===== src/hdl/sonar_pkg.sv =====
`default_nettype none

package sonar_pkg;

    // Echo time and distance share one field width
    localparam int unsigned WIDTH_BITS = 20;

    // Sound travels about 10 mm in 58 us of round trip
    localparam int unsigned US_TO_MM_NUM = 10;
    localparam int unsigned US_TO_MM_DEN = 58;

    // One finished echo from the timer
    typedef struct packed {
        logic [WIDTH_BITS-1:0] width_us;  // High time of the echo line
        logic                  timeout;   // Echo hit the cap or never fell
    } echo_meas_t;

    // One converted distance
    typedef struct packed {
        logic [WIDTH_BITS-1:0] dist_mm;
        logic                  timeout;   // Carried over from the measurement
    } range_t;

endpackage

`default_nettype wire


===== src/hdl/echo_timer.sv =====
`timescale 1ns/1ps
`default_nettype none

module echo_timer #(
    parameter int MAX_ECHO_US = 30000
) (
    input  logic                 clk,
    input  logic                 rst,
    input  logic                 us_tick,
    input  logic                 echo,
    output logic                 meas_valid,
    output sonar_pkg::echo_meas_t meas
);

    localparam int W = sonar_pkg::WIDTH_BITS;
    localparam logic [W-1:0] CNT_LAST = W'(MAX_ECHO_US - 1);

    typedef enum logic [1:0] {
        ST_IDLE,
        ST_COUNT,
        ST_WAIT_LOW
    } state_t;

    state_t        state;
    logic [1:0]    echo_sync;
    logic          echo_prev;
    logic [W-1:0]  cnt;
    logic          rise;
    logic          fall;
    logic          end_fall;
    logic          end_cap;

    always_ff @(posedge clk or posedge rst) begin
        if (rst) begin
            echo_sync <= '0;
            echo_prev <= 1'b0;
        end else begin
            echo_sync <= {echo_sync[0], echo};  // echo is not related to clk
            echo_prev <= echo_sync[1];
        end
    end

    assign rise = echo_sync[1] & ~echo_prev;
    assign fall = ~echo_sync[1] & echo_prev;

    assign end_fall = (state == ST_COUNT) && fall;
    assign end_cap  = (state == ST_COUNT) && !fall && us_tick && (cnt == CNT_LAST);

    always_ff @(posedge clk or posedge rst) begin
        if (rst) begin
            state      <= ST_IDLE;
            cnt        <= '0;
            meas_valid <= 1'b0;
        end else begin
            meas_valid <= end_fall | end_cap;
            case (state)
                ST_IDLE: begin
                    if (rise) begin
                        cnt   <= '0;
                        state <= ST_COUNT;
                    end
                end
                ST_COUNT: begin
                    if (end_fall) begin
                        state <= ST_IDLE;
                    end else if (us_tick) begin
                        cnt <= cnt + 1'b1;
                        if (end_cap) begin
                            state <= ST_WAIT_LOW;  // Ignore the rest of a runaway echo
                        end
                    end
                end
                ST_WAIT_LOW: begin
                    if (!echo_sync[1]) begin
                        state <= ST_IDLE;
                    end
                end
                default: state <= ST_IDLE;
            endcase
        end
    end

    always_ff @(posedge clk) begin
        if (end_fall) begin
            meas.width_us <= cnt;
            meas.timeout  <= 1'b0;
        end else if (end_cap) begin
            meas.width_us <= cnt + 1'b1;  // Saturated at MAX_ECHO_US
            meas.timeout  <= 1'b1;
        end
    end

    // A finished echo must leave through idle before the next one ends
    a_meas_single: assert property (
        @(posedge clk) disable iff (rst)
        meas_valid |=> !meas_valid
    ) else $error("meas_valid high on two consecutive clocks");

endmodule

`default_nettype wire


===== src/hdl/proximity_guard.sv =====
`timescale 1ns/1ps
`default_nettype none

module proximity_guard #(
    parameter int NEAR_MM = 250,
    parameter int FAR_MM  = 400
) (
    input  logic              clk,
    input  logic              rst,
    input  logic              thres_sel,
    input  logic              range_valid,
    input  sonar_pkg::range_t range,
    output logic              stop
);

    localparam int W = sonar_pkg::WIDTH_BITS;
    localparam logic [W-1:0] NEAR_THR = W'(NEAR_MM);
    localparam logic [W-1:0] FAR_THR  = W'(FAR_MM);

    logic [W-1:0] thr;

    if (NEAR_MM >= FAR_MM) begin : g_bad_thresholds
        $error("proximity_guard needs NEAR_MM below FAR_MM");
    end

    assign thr = thres_sel ? FAR_THR : NEAR_THR;

    always_ff @(posedge clk or posedge rst) begin
        if (rst) begin
            stop <= 1'b0;
        end else if (range_valid) begin
            // A lost echo tells nothing about an obstacle
            stop <= (range.dist_mm < thr) && !range.timeout;
        end
    end

endmodule

`default_nettype wire


===== src/hdl/range_converter.sv =====
`timescale 1ns/1ps
`default_nettype none

module range_converter (
    input  logic                  clk,
    input  logic                  rst,
    input  logic                  meas_valid,
    input  sonar_pkg::echo_meas_t meas,
    output logic                  range_valid,
    output sonar_pkg::range_t     range
);

    localparam int W      = sonar_pkg::WIDTH_BITS;
    localparam int PROD_W = W + $clog2(sonar_pkg::US_TO_MM_NUM);

    localparam logic [PROD_W-1:0] NUM = PROD_W'(sonar_pkg::US_TO_MM_NUM);
    localparam logic [PROD_W-1:0] DEN = PROD_W'(sonar_pkg::US_TO_MM_DEN);

    logic              s1_valid;
    logic [PROD_W-1:0] s1_prod;
    logic              s1_timeout;

    always_ff @(posedge clk or posedge rst) begin
        if (rst) begin
            s1_valid    <= 1'b0;
            range_valid <= 1'b0;
            range       <= '0;
        end else begin
            s1_valid    <= meas_valid;
            range_valid <= s1_valid;
            if (s1_valid) begin
                range.dist_mm <= W'(s1_prod / DEN);  // Floor division
                range.timeout <= s1_timeout;
            end
        end
    end

    // Scaling is done a stage ahead so the divider sees a registered operand
    always_ff @(posedge clk) begin
        if (meas_valid) begin
            s1_prod    <= PROD_W'(meas.width_us) * NUM;
            s1_timeout <= meas.timeout;
        end
    end

endmodule

`default_nettype wire


===== src/hdl/sonar_timebase.sv =====
`timescale 1ns/1ps
`default_nettype none

module sonar_timebase #(
    parameter int CLK_PER_US = 100
) (
    input  logic clk,
    input  logic rst,
    output logic us_tick
);

    localparam int CW = $clog2(CLK_PER_US);
    localparam logic [CW-1:0] CNT_LAST = CW'(CLK_PER_US - 1);

    logic [CW-1:0] cnt;

    // A single clock per microsecond would leave no room for a one-clock strobe
    if (CLK_PER_US < 2) begin : g_bad_clk_per_us
        $error("sonar_timebase needs CLK_PER_US of at least 2");
    end

    always_ff @(posedge clk or posedge rst) begin
        if (rst) begin
            cnt     <= '0;
            us_tick <= 1'b0;
        end else begin
            if (cnt == CNT_LAST) begin
                cnt     <= '0;
                us_tick <= 1'b1;  // First strobe lands CLK_PER_US clocks after reset
            end else begin
                cnt     <= cnt + 1'b1;
                us_tick <= 1'b0;
            end
        end
    end

endmodule

`default_nettype wire


===== src/hdl/sonar_top.sv =====
`timescale 1ns/1ps
`default_nettype none

module sonar_top #(
    parameter int CLK_PER_US  = 100,
    parameter int TRIG_US     = 10,
    parameter int PERIOD_US   = 100000,
    parameter int MAX_ECHO_US = 30000,
    parameter int NEAR_MM     = 250,
    parameter int FAR_MM      = 400
) (
    input  logic              clk,
    input  logic              rst,
    input  logic              echo,
    input  logic              thres_sel,  // 0 picks NEAR_MM, 1 picks FAR_MM
    output logic              trig,
    output logic              stop,
    output logic              range_valid,
    output sonar_pkg::range_t range
);

    logic                  us_tick;
    logic                  meas_valid;
    sonar_pkg::echo_meas_t meas;

    sonar_timebase #(
        .CLK_PER_US(CLK_PER_US)
    ) i_sonar_timebase (
        .clk    (clk),
        .rst    (rst),
        .us_tick(us_tick)
    );

    sonar_trigger #(
        .CLK_PER_US(CLK_PER_US),
        .TRIG_US   (TRIG_US),
        .PERIOD_US (PERIOD_US)
    ) i_sonar_trigger (
        .clk    (clk),
        .rst    (rst),
        .us_tick(us_tick),
        .trig   (trig)
    );

    echo_timer #(
        .MAX_ECHO_US(MAX_ECHO_US)
    ) i_echo_timer (
        .clk       (clk),
        .rst       (rst),
        .us_tick   (us_tick),
        .echo      (echo),
        .meas_valid(meas_valid),
        .meas      (meas)
    );

    range_converter i_range_converter (
        .clk        (clk),
        .rst        (rst),
        .meas_valid (meas_valid),
        .meas       (meas),
        .range_valid(range_valid),
        .range      (range)
    );

    proximity_guard #(
        .NEAR_MM(NEAR_MM),
        .FAR_MM (FAR_MM)
    ) i_proximity_guard (
        .clk        (clk),
        .rst        (rst),
        .thres_sel  (thres_sel),
        .range_valid(range_valid),
        .range      (range),
        .stop       (stop)
    );

endmodule

`default_nettype wire


===== src/hdl/sonar_trigger.sv =====
`timescale 1ns/1ps
`default_nettype none

module sonar_trigger #(
    parameter int CLK_PER_US = 100,
    parameter int TRIG_US    = 10,
    parameter int PERIOD_US  = 100000
) (
    input  logic clk,
    input  logic rst,
    input  logic us_tick,
    output logic trig
);

    localparam int CW        = $clog2(PERIOD_US);
    localparam int TRIG_CLKS = TRIG_US * CLK_PER_US;

    localparam logic [CW-1:0] CNT_LAST = CW'(PERIOD_US - 1);
    localparam logic [CW-1:0] CNT_FALL = CW'(TRIG_US);

    logic [CW-1:0] cnt;  // Microseconds since the last trigger rise

    always_ff @(posedge clk or posedge rst) begin
        if (rst) begin
            cnt  <= '0;
            trig <= 1'b0;
        end else if (us_tick) begin
            if (cnt == CNT_LAST) begin
                cnt <= '0;
            end else begin
                cnt <= cnt + 1'b1;
            end

            if (cnt == '0) begin
                trig <= 1'b1;  // Start of a new ranging period
            end else if (cnt == CNT_FALL) begin
                trig <= 1'b0;
            end
        end
    end

    // The sensor wants a short pulse, a stuck trigger would stall ranging
    a_trig_width: assert property (
        @(posedge clk) disable iff (rst)
        $rose(trig) |-> ##[1:TRIG_CLKS] !trig
    ) else $error("trig held high beyond %0d clocks", TRIG_CLKS);

endmodule

`default_nettype wire

===== config.mk =====
export PLATFORM = sky130hd
export DESIGN_NAME = sonar_top
export DESIGN_NICKNAME = d
export VERILOG_FILES = /design/src/hdl/sonar_pkg.sv /design/src/hdl/echo_timer.sv /design/src/hdl/proximity_guard.sv /design/src/hdl/range_converter.sv /design/src/hdl/sonar_timebase.sv /design/src/hdl/sonar_top.sv /design/src/hdl/sonar_trigger.sv
export SDC_FILE = /design/constraint.sdc
export NUM_CORES = 1
export LEC_CHECK = 0
export ABC_AREA = 1
export BUFFER_PORTS_ARGS = -buffer_cell sky130_fd_sc_hd__buf_2
export CORE_ASPECT_RATIO = 1.2
export CORE_MARGIN = 1
export CORE_UTILIZATION = 30
export DETAILED_ROUTE_END_ITERATION = 16
export MAX_ROUTING_LAYER = met4
export PLACE_DENSITY_LB_ADDON = 0.1
export SLEW_MARGIN = 30
export SYNTH_ARGS = -nofsm -noshare
export SYNTH_HDL_FRONTEND = slang
export SYNTH_SLANG_ARGS = --single-unit

===== constraint.sdc =====
create_clock -name clk -period 8.9 [get_ports clk]
set_input_delay 0.89 -clock clk [delete_from_list [all_inputs] [get_ports clk]]
set_output_delay 0.89 -clock clk [all_outputs]
set_load 0.05 [all_outputs]

; ---- Word level (Yosys, flattened, before mapping)
; Cells that the tools add are included.
; Widths: inputs -> output; s select.
[totals]
reg_bits = 121
latchBits = 0
ramBits = 0
rom_bits = 0
inputBits = 4
out_inout_bits = 24
memories = 0
[classes]
n_addsub = 3
multipliers = 1
div_mod_pow = 1
n_lt_le_gt_ge = 1
eq_ne = 12
shift = 0
muxes = 18
n_bitwise = 5
reduce_logical = 15
[op_table]
columns = op, count
row1 = $mux 20, 3
row2 = $mux 21, 2
row3 = $pmux 20 s2, 1
row4 = $div 24x6->24 const B, 1
row5 = $mul 20x3->23 const B, 1
row6 = $add 20x1->20 const B, 1
row7 = $eq 20x15->1 const B, 1
row8 = $lt 20x20->1, 1
row9 = $add 17x1->17 const B, 1
row10 = $eq 17x17->1 const B, 1
row11 = $eq 17x4->1 const B, 1
row12 = $logic_not 17->1, 1
row13 = $mux 17, 1
row14 = $mux 2, 5
row15 = $mux 9, 1
row16 = $reduce_and 4->1, 2
row17 = $add 7x1->7 const B, 1
row18 = $eq 7x7->1 const B, 1
row19 = $mux 7, 1
row20 = $ne 2x2->1 const B, 3
row21 = $pmux 2 s3, 1
row22 = $reduce_bool 2->1, 3
row23 = $logic_and 1x1->1, 5
row24 = $mux 1, 3
row25 = other kinds (11), 14

; ---- Logic depth before layout (Yosys ltp)
[logic_depth]
ltp_word = 10
mapped_depth = 96

; ---- Hierarchy
; From an unflattened synthesis, not the netlist that was laid out.
[hier_totals]
hier_cells = 1250
hier_area_um2 = 9422.8
[modules_own_cells]
columns = mod, n_inst, cells_each, area_per_inst_um2
row1 = range_converter, 1, 726, 5261.3
row2 = echo_timer, 1, 270, 2322.2
row3 = sonar_trigger, 1, 172, 1237.4
row4 = sonar_timebase, 1, 43, 375.4
row5 = proximity_guard, 1, 39, 226.5

; ---- Worst setup path before layout
; Ideal clock, no wire load.
[synth_path]
kind = register to register
start = register i_range_converter.s1_prod[19]
end = register i_range_converter.range[1] (netlist name)
arrival_ps = 7455
required_time_ps = 8782
slack_ps = 1327
path_stages_with_launch = 77
period_less_slack_ps = 7573
path_cell_list = edfxtp_1 > inv_2 > nand2_2 > nand3_4 > nand2_1 > nor2_1 > nand3_4 > nand2_4 > nand2_2 > nand3_2 > a21oi_1 > nor3_2 > nand3_4 > nand3_1 > nand3_2 > nand3_4 > inv_2 > nor2_2 > [41 not listed] > nand2_1 > nand3_1 > o21ai_1 > nand2_1 > nor2_2 > nand3_2 > nand2_2 > nand2_1 > nand3_2 > nand3_2 > nand2_2 > nand2_1 > nand2_1 > nand2_1 > nand2_1 > nand2_1 > nand2_1 > nand2_1
[synth_between]
elab_chain_len = 1
[synth_rtl]
columns = item, line_no
row1 = start: declaration, range_converter.sv:20  ; logic [PROD_W-1:0] s1_prod;
row2 = start signal: assignment, range_converter.sv:41  ; s1_prod <= PROD_W'(meas.width_us) * NUM;
row3 = $div 24x6->24, range_converter.sv:32  ; range.dist_mm <= W'(s1_prod / DEN);
; Every way passes these cells.
; A chain may end at the register's enable or synchronous reset.

; ---- Worst setup path after layout
[layout_path]
start = register i_range_converter.s1_prod[22]
end = register i_range_converter.range[1] (netlist name)
[layout_between]
elab_chain_len = 1
[layout_rtl]
columns = item, line_no
row1 = $div 24x6->24, range_converter.sv:32
; Every way passes these cells.

==> results_dict.tcl <==
set metrics [dict create \
    vias 7494 \
    final_nets 1252 \
    root_buffer "clkbuf_16" \
    status "finished, final reports clean" \
    hold_class "reg2reg" \
    synthCells 1112 \
    grt_max_degree 53 \
    drive_gt1_share_pct 29.6 \
    grt_pass1_wl_um 32800 \
    tritoncts "built" \
    crit_type "reg2reg" \
    first_pass_iters 5 \
    synth_edf_count 44 \
    synth_seq_area_share_pct 37.1 \
    placement.io_buffers 26 \
    yosysMostFrequentCell "nand2_1" \
    cts_made_buffers 17 \
    critPathArrivalTime_ns 9.06 \
    critPathTopFamily "simple AND/OR/NAND/NOR gates" \
    finalSetupViolations 0 \
    finalMaxSlewViolations 0 \
    ys_top_cells_by_count "217 x nand2_1, 153 x inv_1, 85 x nand3_1" \
    fp.dieW_um 157 \
    max_stage_delay_ns 0.39 \
    hold_viol_final 0 \
    max-cap-violations 0 \
    fin_skew_ns 0.0148 \
    dr.first_iter.drc_count 306 \
    timing.hold.ws_ns 0.351 \
    initial_utilization_pct 30.8 \
    dieArea_mm2 0.0296 \
    antenna_found_initial 0 \
    htree_levels 4 \
    use_met1_pct 17.2 \
    synthFlopType "dfrtp_1" \
    nFillCells 2949 \
    synth_nets 1162 \
    synth.ff_latch_count 120 \
    cts.sinks 120 \
    drt-vias-per-instance 4.70 \
    crit_buf_inv 8 \
    use_met3_pct 2.48 \
    core_area_mm2 0.0282 \
    async_reset_ff_share_pct 62.5 \
    multiInputGateArea_mm2 0.00548 \
    path_common_cell "nand2_4" \
    synth_cell_types 53 \
    drt-total-wl_um 20100 \
    required_ns 9.26 \
    netlist_top_cells_area "dfrtp_1 22%, edfxtp_1 15%, nand2_1 9.4%" \
    crit_fanout 7 \
    slowest_stage "edfxtp_1" \
    pin_count 28 \
    postSynthAreaPerCell_um2 7.79 \
    antennaDiodeCount 0 \
    synthesis.area_mm2 0.00867 \
    grt_use_met2_pct 23.6 \
    endpoint_kind "flip-flop" \
    rsz0062_at_grt "yes" \
    synth_top_area_share_pct 21.7 \
    yosys_warnings 0 \
    cts.path.max_buffers 2 \
    top_usage_layer "met2" \
    fp-row-count 67 \
    fin_crit_sh_pct 97.8 \
    grt_use_total_pct 14.1 \
    fmax_mhz 115 \
    clk_pin_slew_ns 0.06 \
    gp_congestion 0.818 \
    final.min_clock_period_ns 8.70 \
    dp_hpwl_um 14400 \
    max_slew_margin_pct 43.7 \
    ff_latch_area_mm2 0.00322 \
    critPathLaunchType "flip-flop" \
    dieHeight_um 188 \
    grt_pass1_vias 6992 \
    grt_overflow_total 0 \
    wire_per_inst_um 12.6 \
    drc 0 \
    tightest_slew_ns 0.842 \
    drtAntennaViolNets 0 \
    yosys.area.top_type "dfrtp_1" \
    clk_latency_ns 0.42 \
    area_delta_synth_final_pct 27.1 \
]
[path summary, 6_finish.rpt]
| path | start | endpoint | slack [ns] | depth (start not counted) |
|---|---|---|---|---|
| worst max-delay path | i_range_converter.s1_prod[22] | i_range_converter.range[1] | 0.20 | 90 |
| worst min-delay path | i_echo_timer.echo_sync[0] | i_echo_timer.echo_sync[1] | 0.35 | 0 |
| worst max register to register | i_range_converter.s1_prod[22] | i_range_converter.range[1] | 0.20 | 90 |
| worst min register to register | i_echo_timer.echo_sync[0] | i_echo_timer.echo_sync[1] | 0.35 | 0 |
| max in group asynchronous | rst | i_echo_timer.meas_valid | 7.29 | 3 |
| min in group asynchronous | rst | i_range_converter.range[2] | 0.48 | 2 |
[cell families after synthesis]
group	synth area share, %
other cells	0.0433
fa+ha+maj	6.73
xor+xnor	5.26
compound gates	10.7
flops	37.1
simple gates	31.6
buf+inv	8.59
[per-layer routing]
metal	wire (µm)	vias up	part of all wire [%]
met5	0	-	0
met4	312	0	1.6
met3	393	23	2.0
met2	10200	66	50
met1	9270	3520	46
li1	-	3885	-
[stage by stage]
| step | util, % | std cells | area [µm²] | setup WS (ns) | TNS (ns) |
|---|---|---|---|---|---|
| 4_1_cts | 34.8 | 1539 | 9810 | 0.0289 | 0 |
| 3_5_place_dp | 32.8 | 1508 | 9250 | -0.00769 | -0.00769 |
| 3_3_place_gp | 32.8 | 1508 | 9250 | -0.115 | -0.115 |
| 2_1_floorplan | - | 1112 | 8670 | 1.33 | 0 |
| 5_1_grt | 39.1 | 1593 | 11000 | -0.525 | -0.865 |
| 6_report | 39.1 | 1593 | 11000 | 0.200 | 0 |
[final cells by class]
type	instances	area share, %
flip-flops and latches	120	29.2
well taps	379	4.31
clock inverters	12	0.818
repair buffers	83	5.17
clock buffers	19	4.22
inverters	185	6.50
multi-input cells	795	49.7
[cell usage in the layout (no fill, tap or decap), drive strengths merged, types with 9 or more instances in the layout]
cell type  instances
nand2            267
inv              187
nand3            113
nor2              94
buf               83
dfrtp             75
o21ai             49
xor2              48
ha                45
edfxtp            44
a21oi             42
nand4             20
o22ai             20
clkbuf            19
nor3              19
a31oi             17
nor4              14
clkinv             9
[flip-flops by register name, summed over array words and instances, names as in the netlist]
name	flops
i_echo_timer.meas_valid	1
i_range_converter.range	20
i_range_converter.s1_valid	1
i_range_converter.s1_timeout	1
i_echo_timer.echo_sync	2
i_sonar_trigger.cnt	17
i_range_converter.range_valid	1
i_echo_timer.cnt	20
i_echo_timer.state	2
i_sonar_timebase.us_tick	1
i_sonar_trigger.trig	1
i_sonar_timebase.cnt	7
i_echo_timer.meas	21
i_range_converter.s1_prod	23
i_proximity_guard.stop	1
i_echo_timer.echo_prev	1
[timing repair]
action / in CTS / in global routing
buffers inserted: 0 / 54
hold buffers: 0 / 0
gates resized for setup: 2 / 200
pin swaps: 0 / 83
endpoints found under the setup margin: 1 / 3
Power is left out: the tool's default activity adds up to more than one toggle a clock period on the data nets, which glitch-free logic cannot reach.
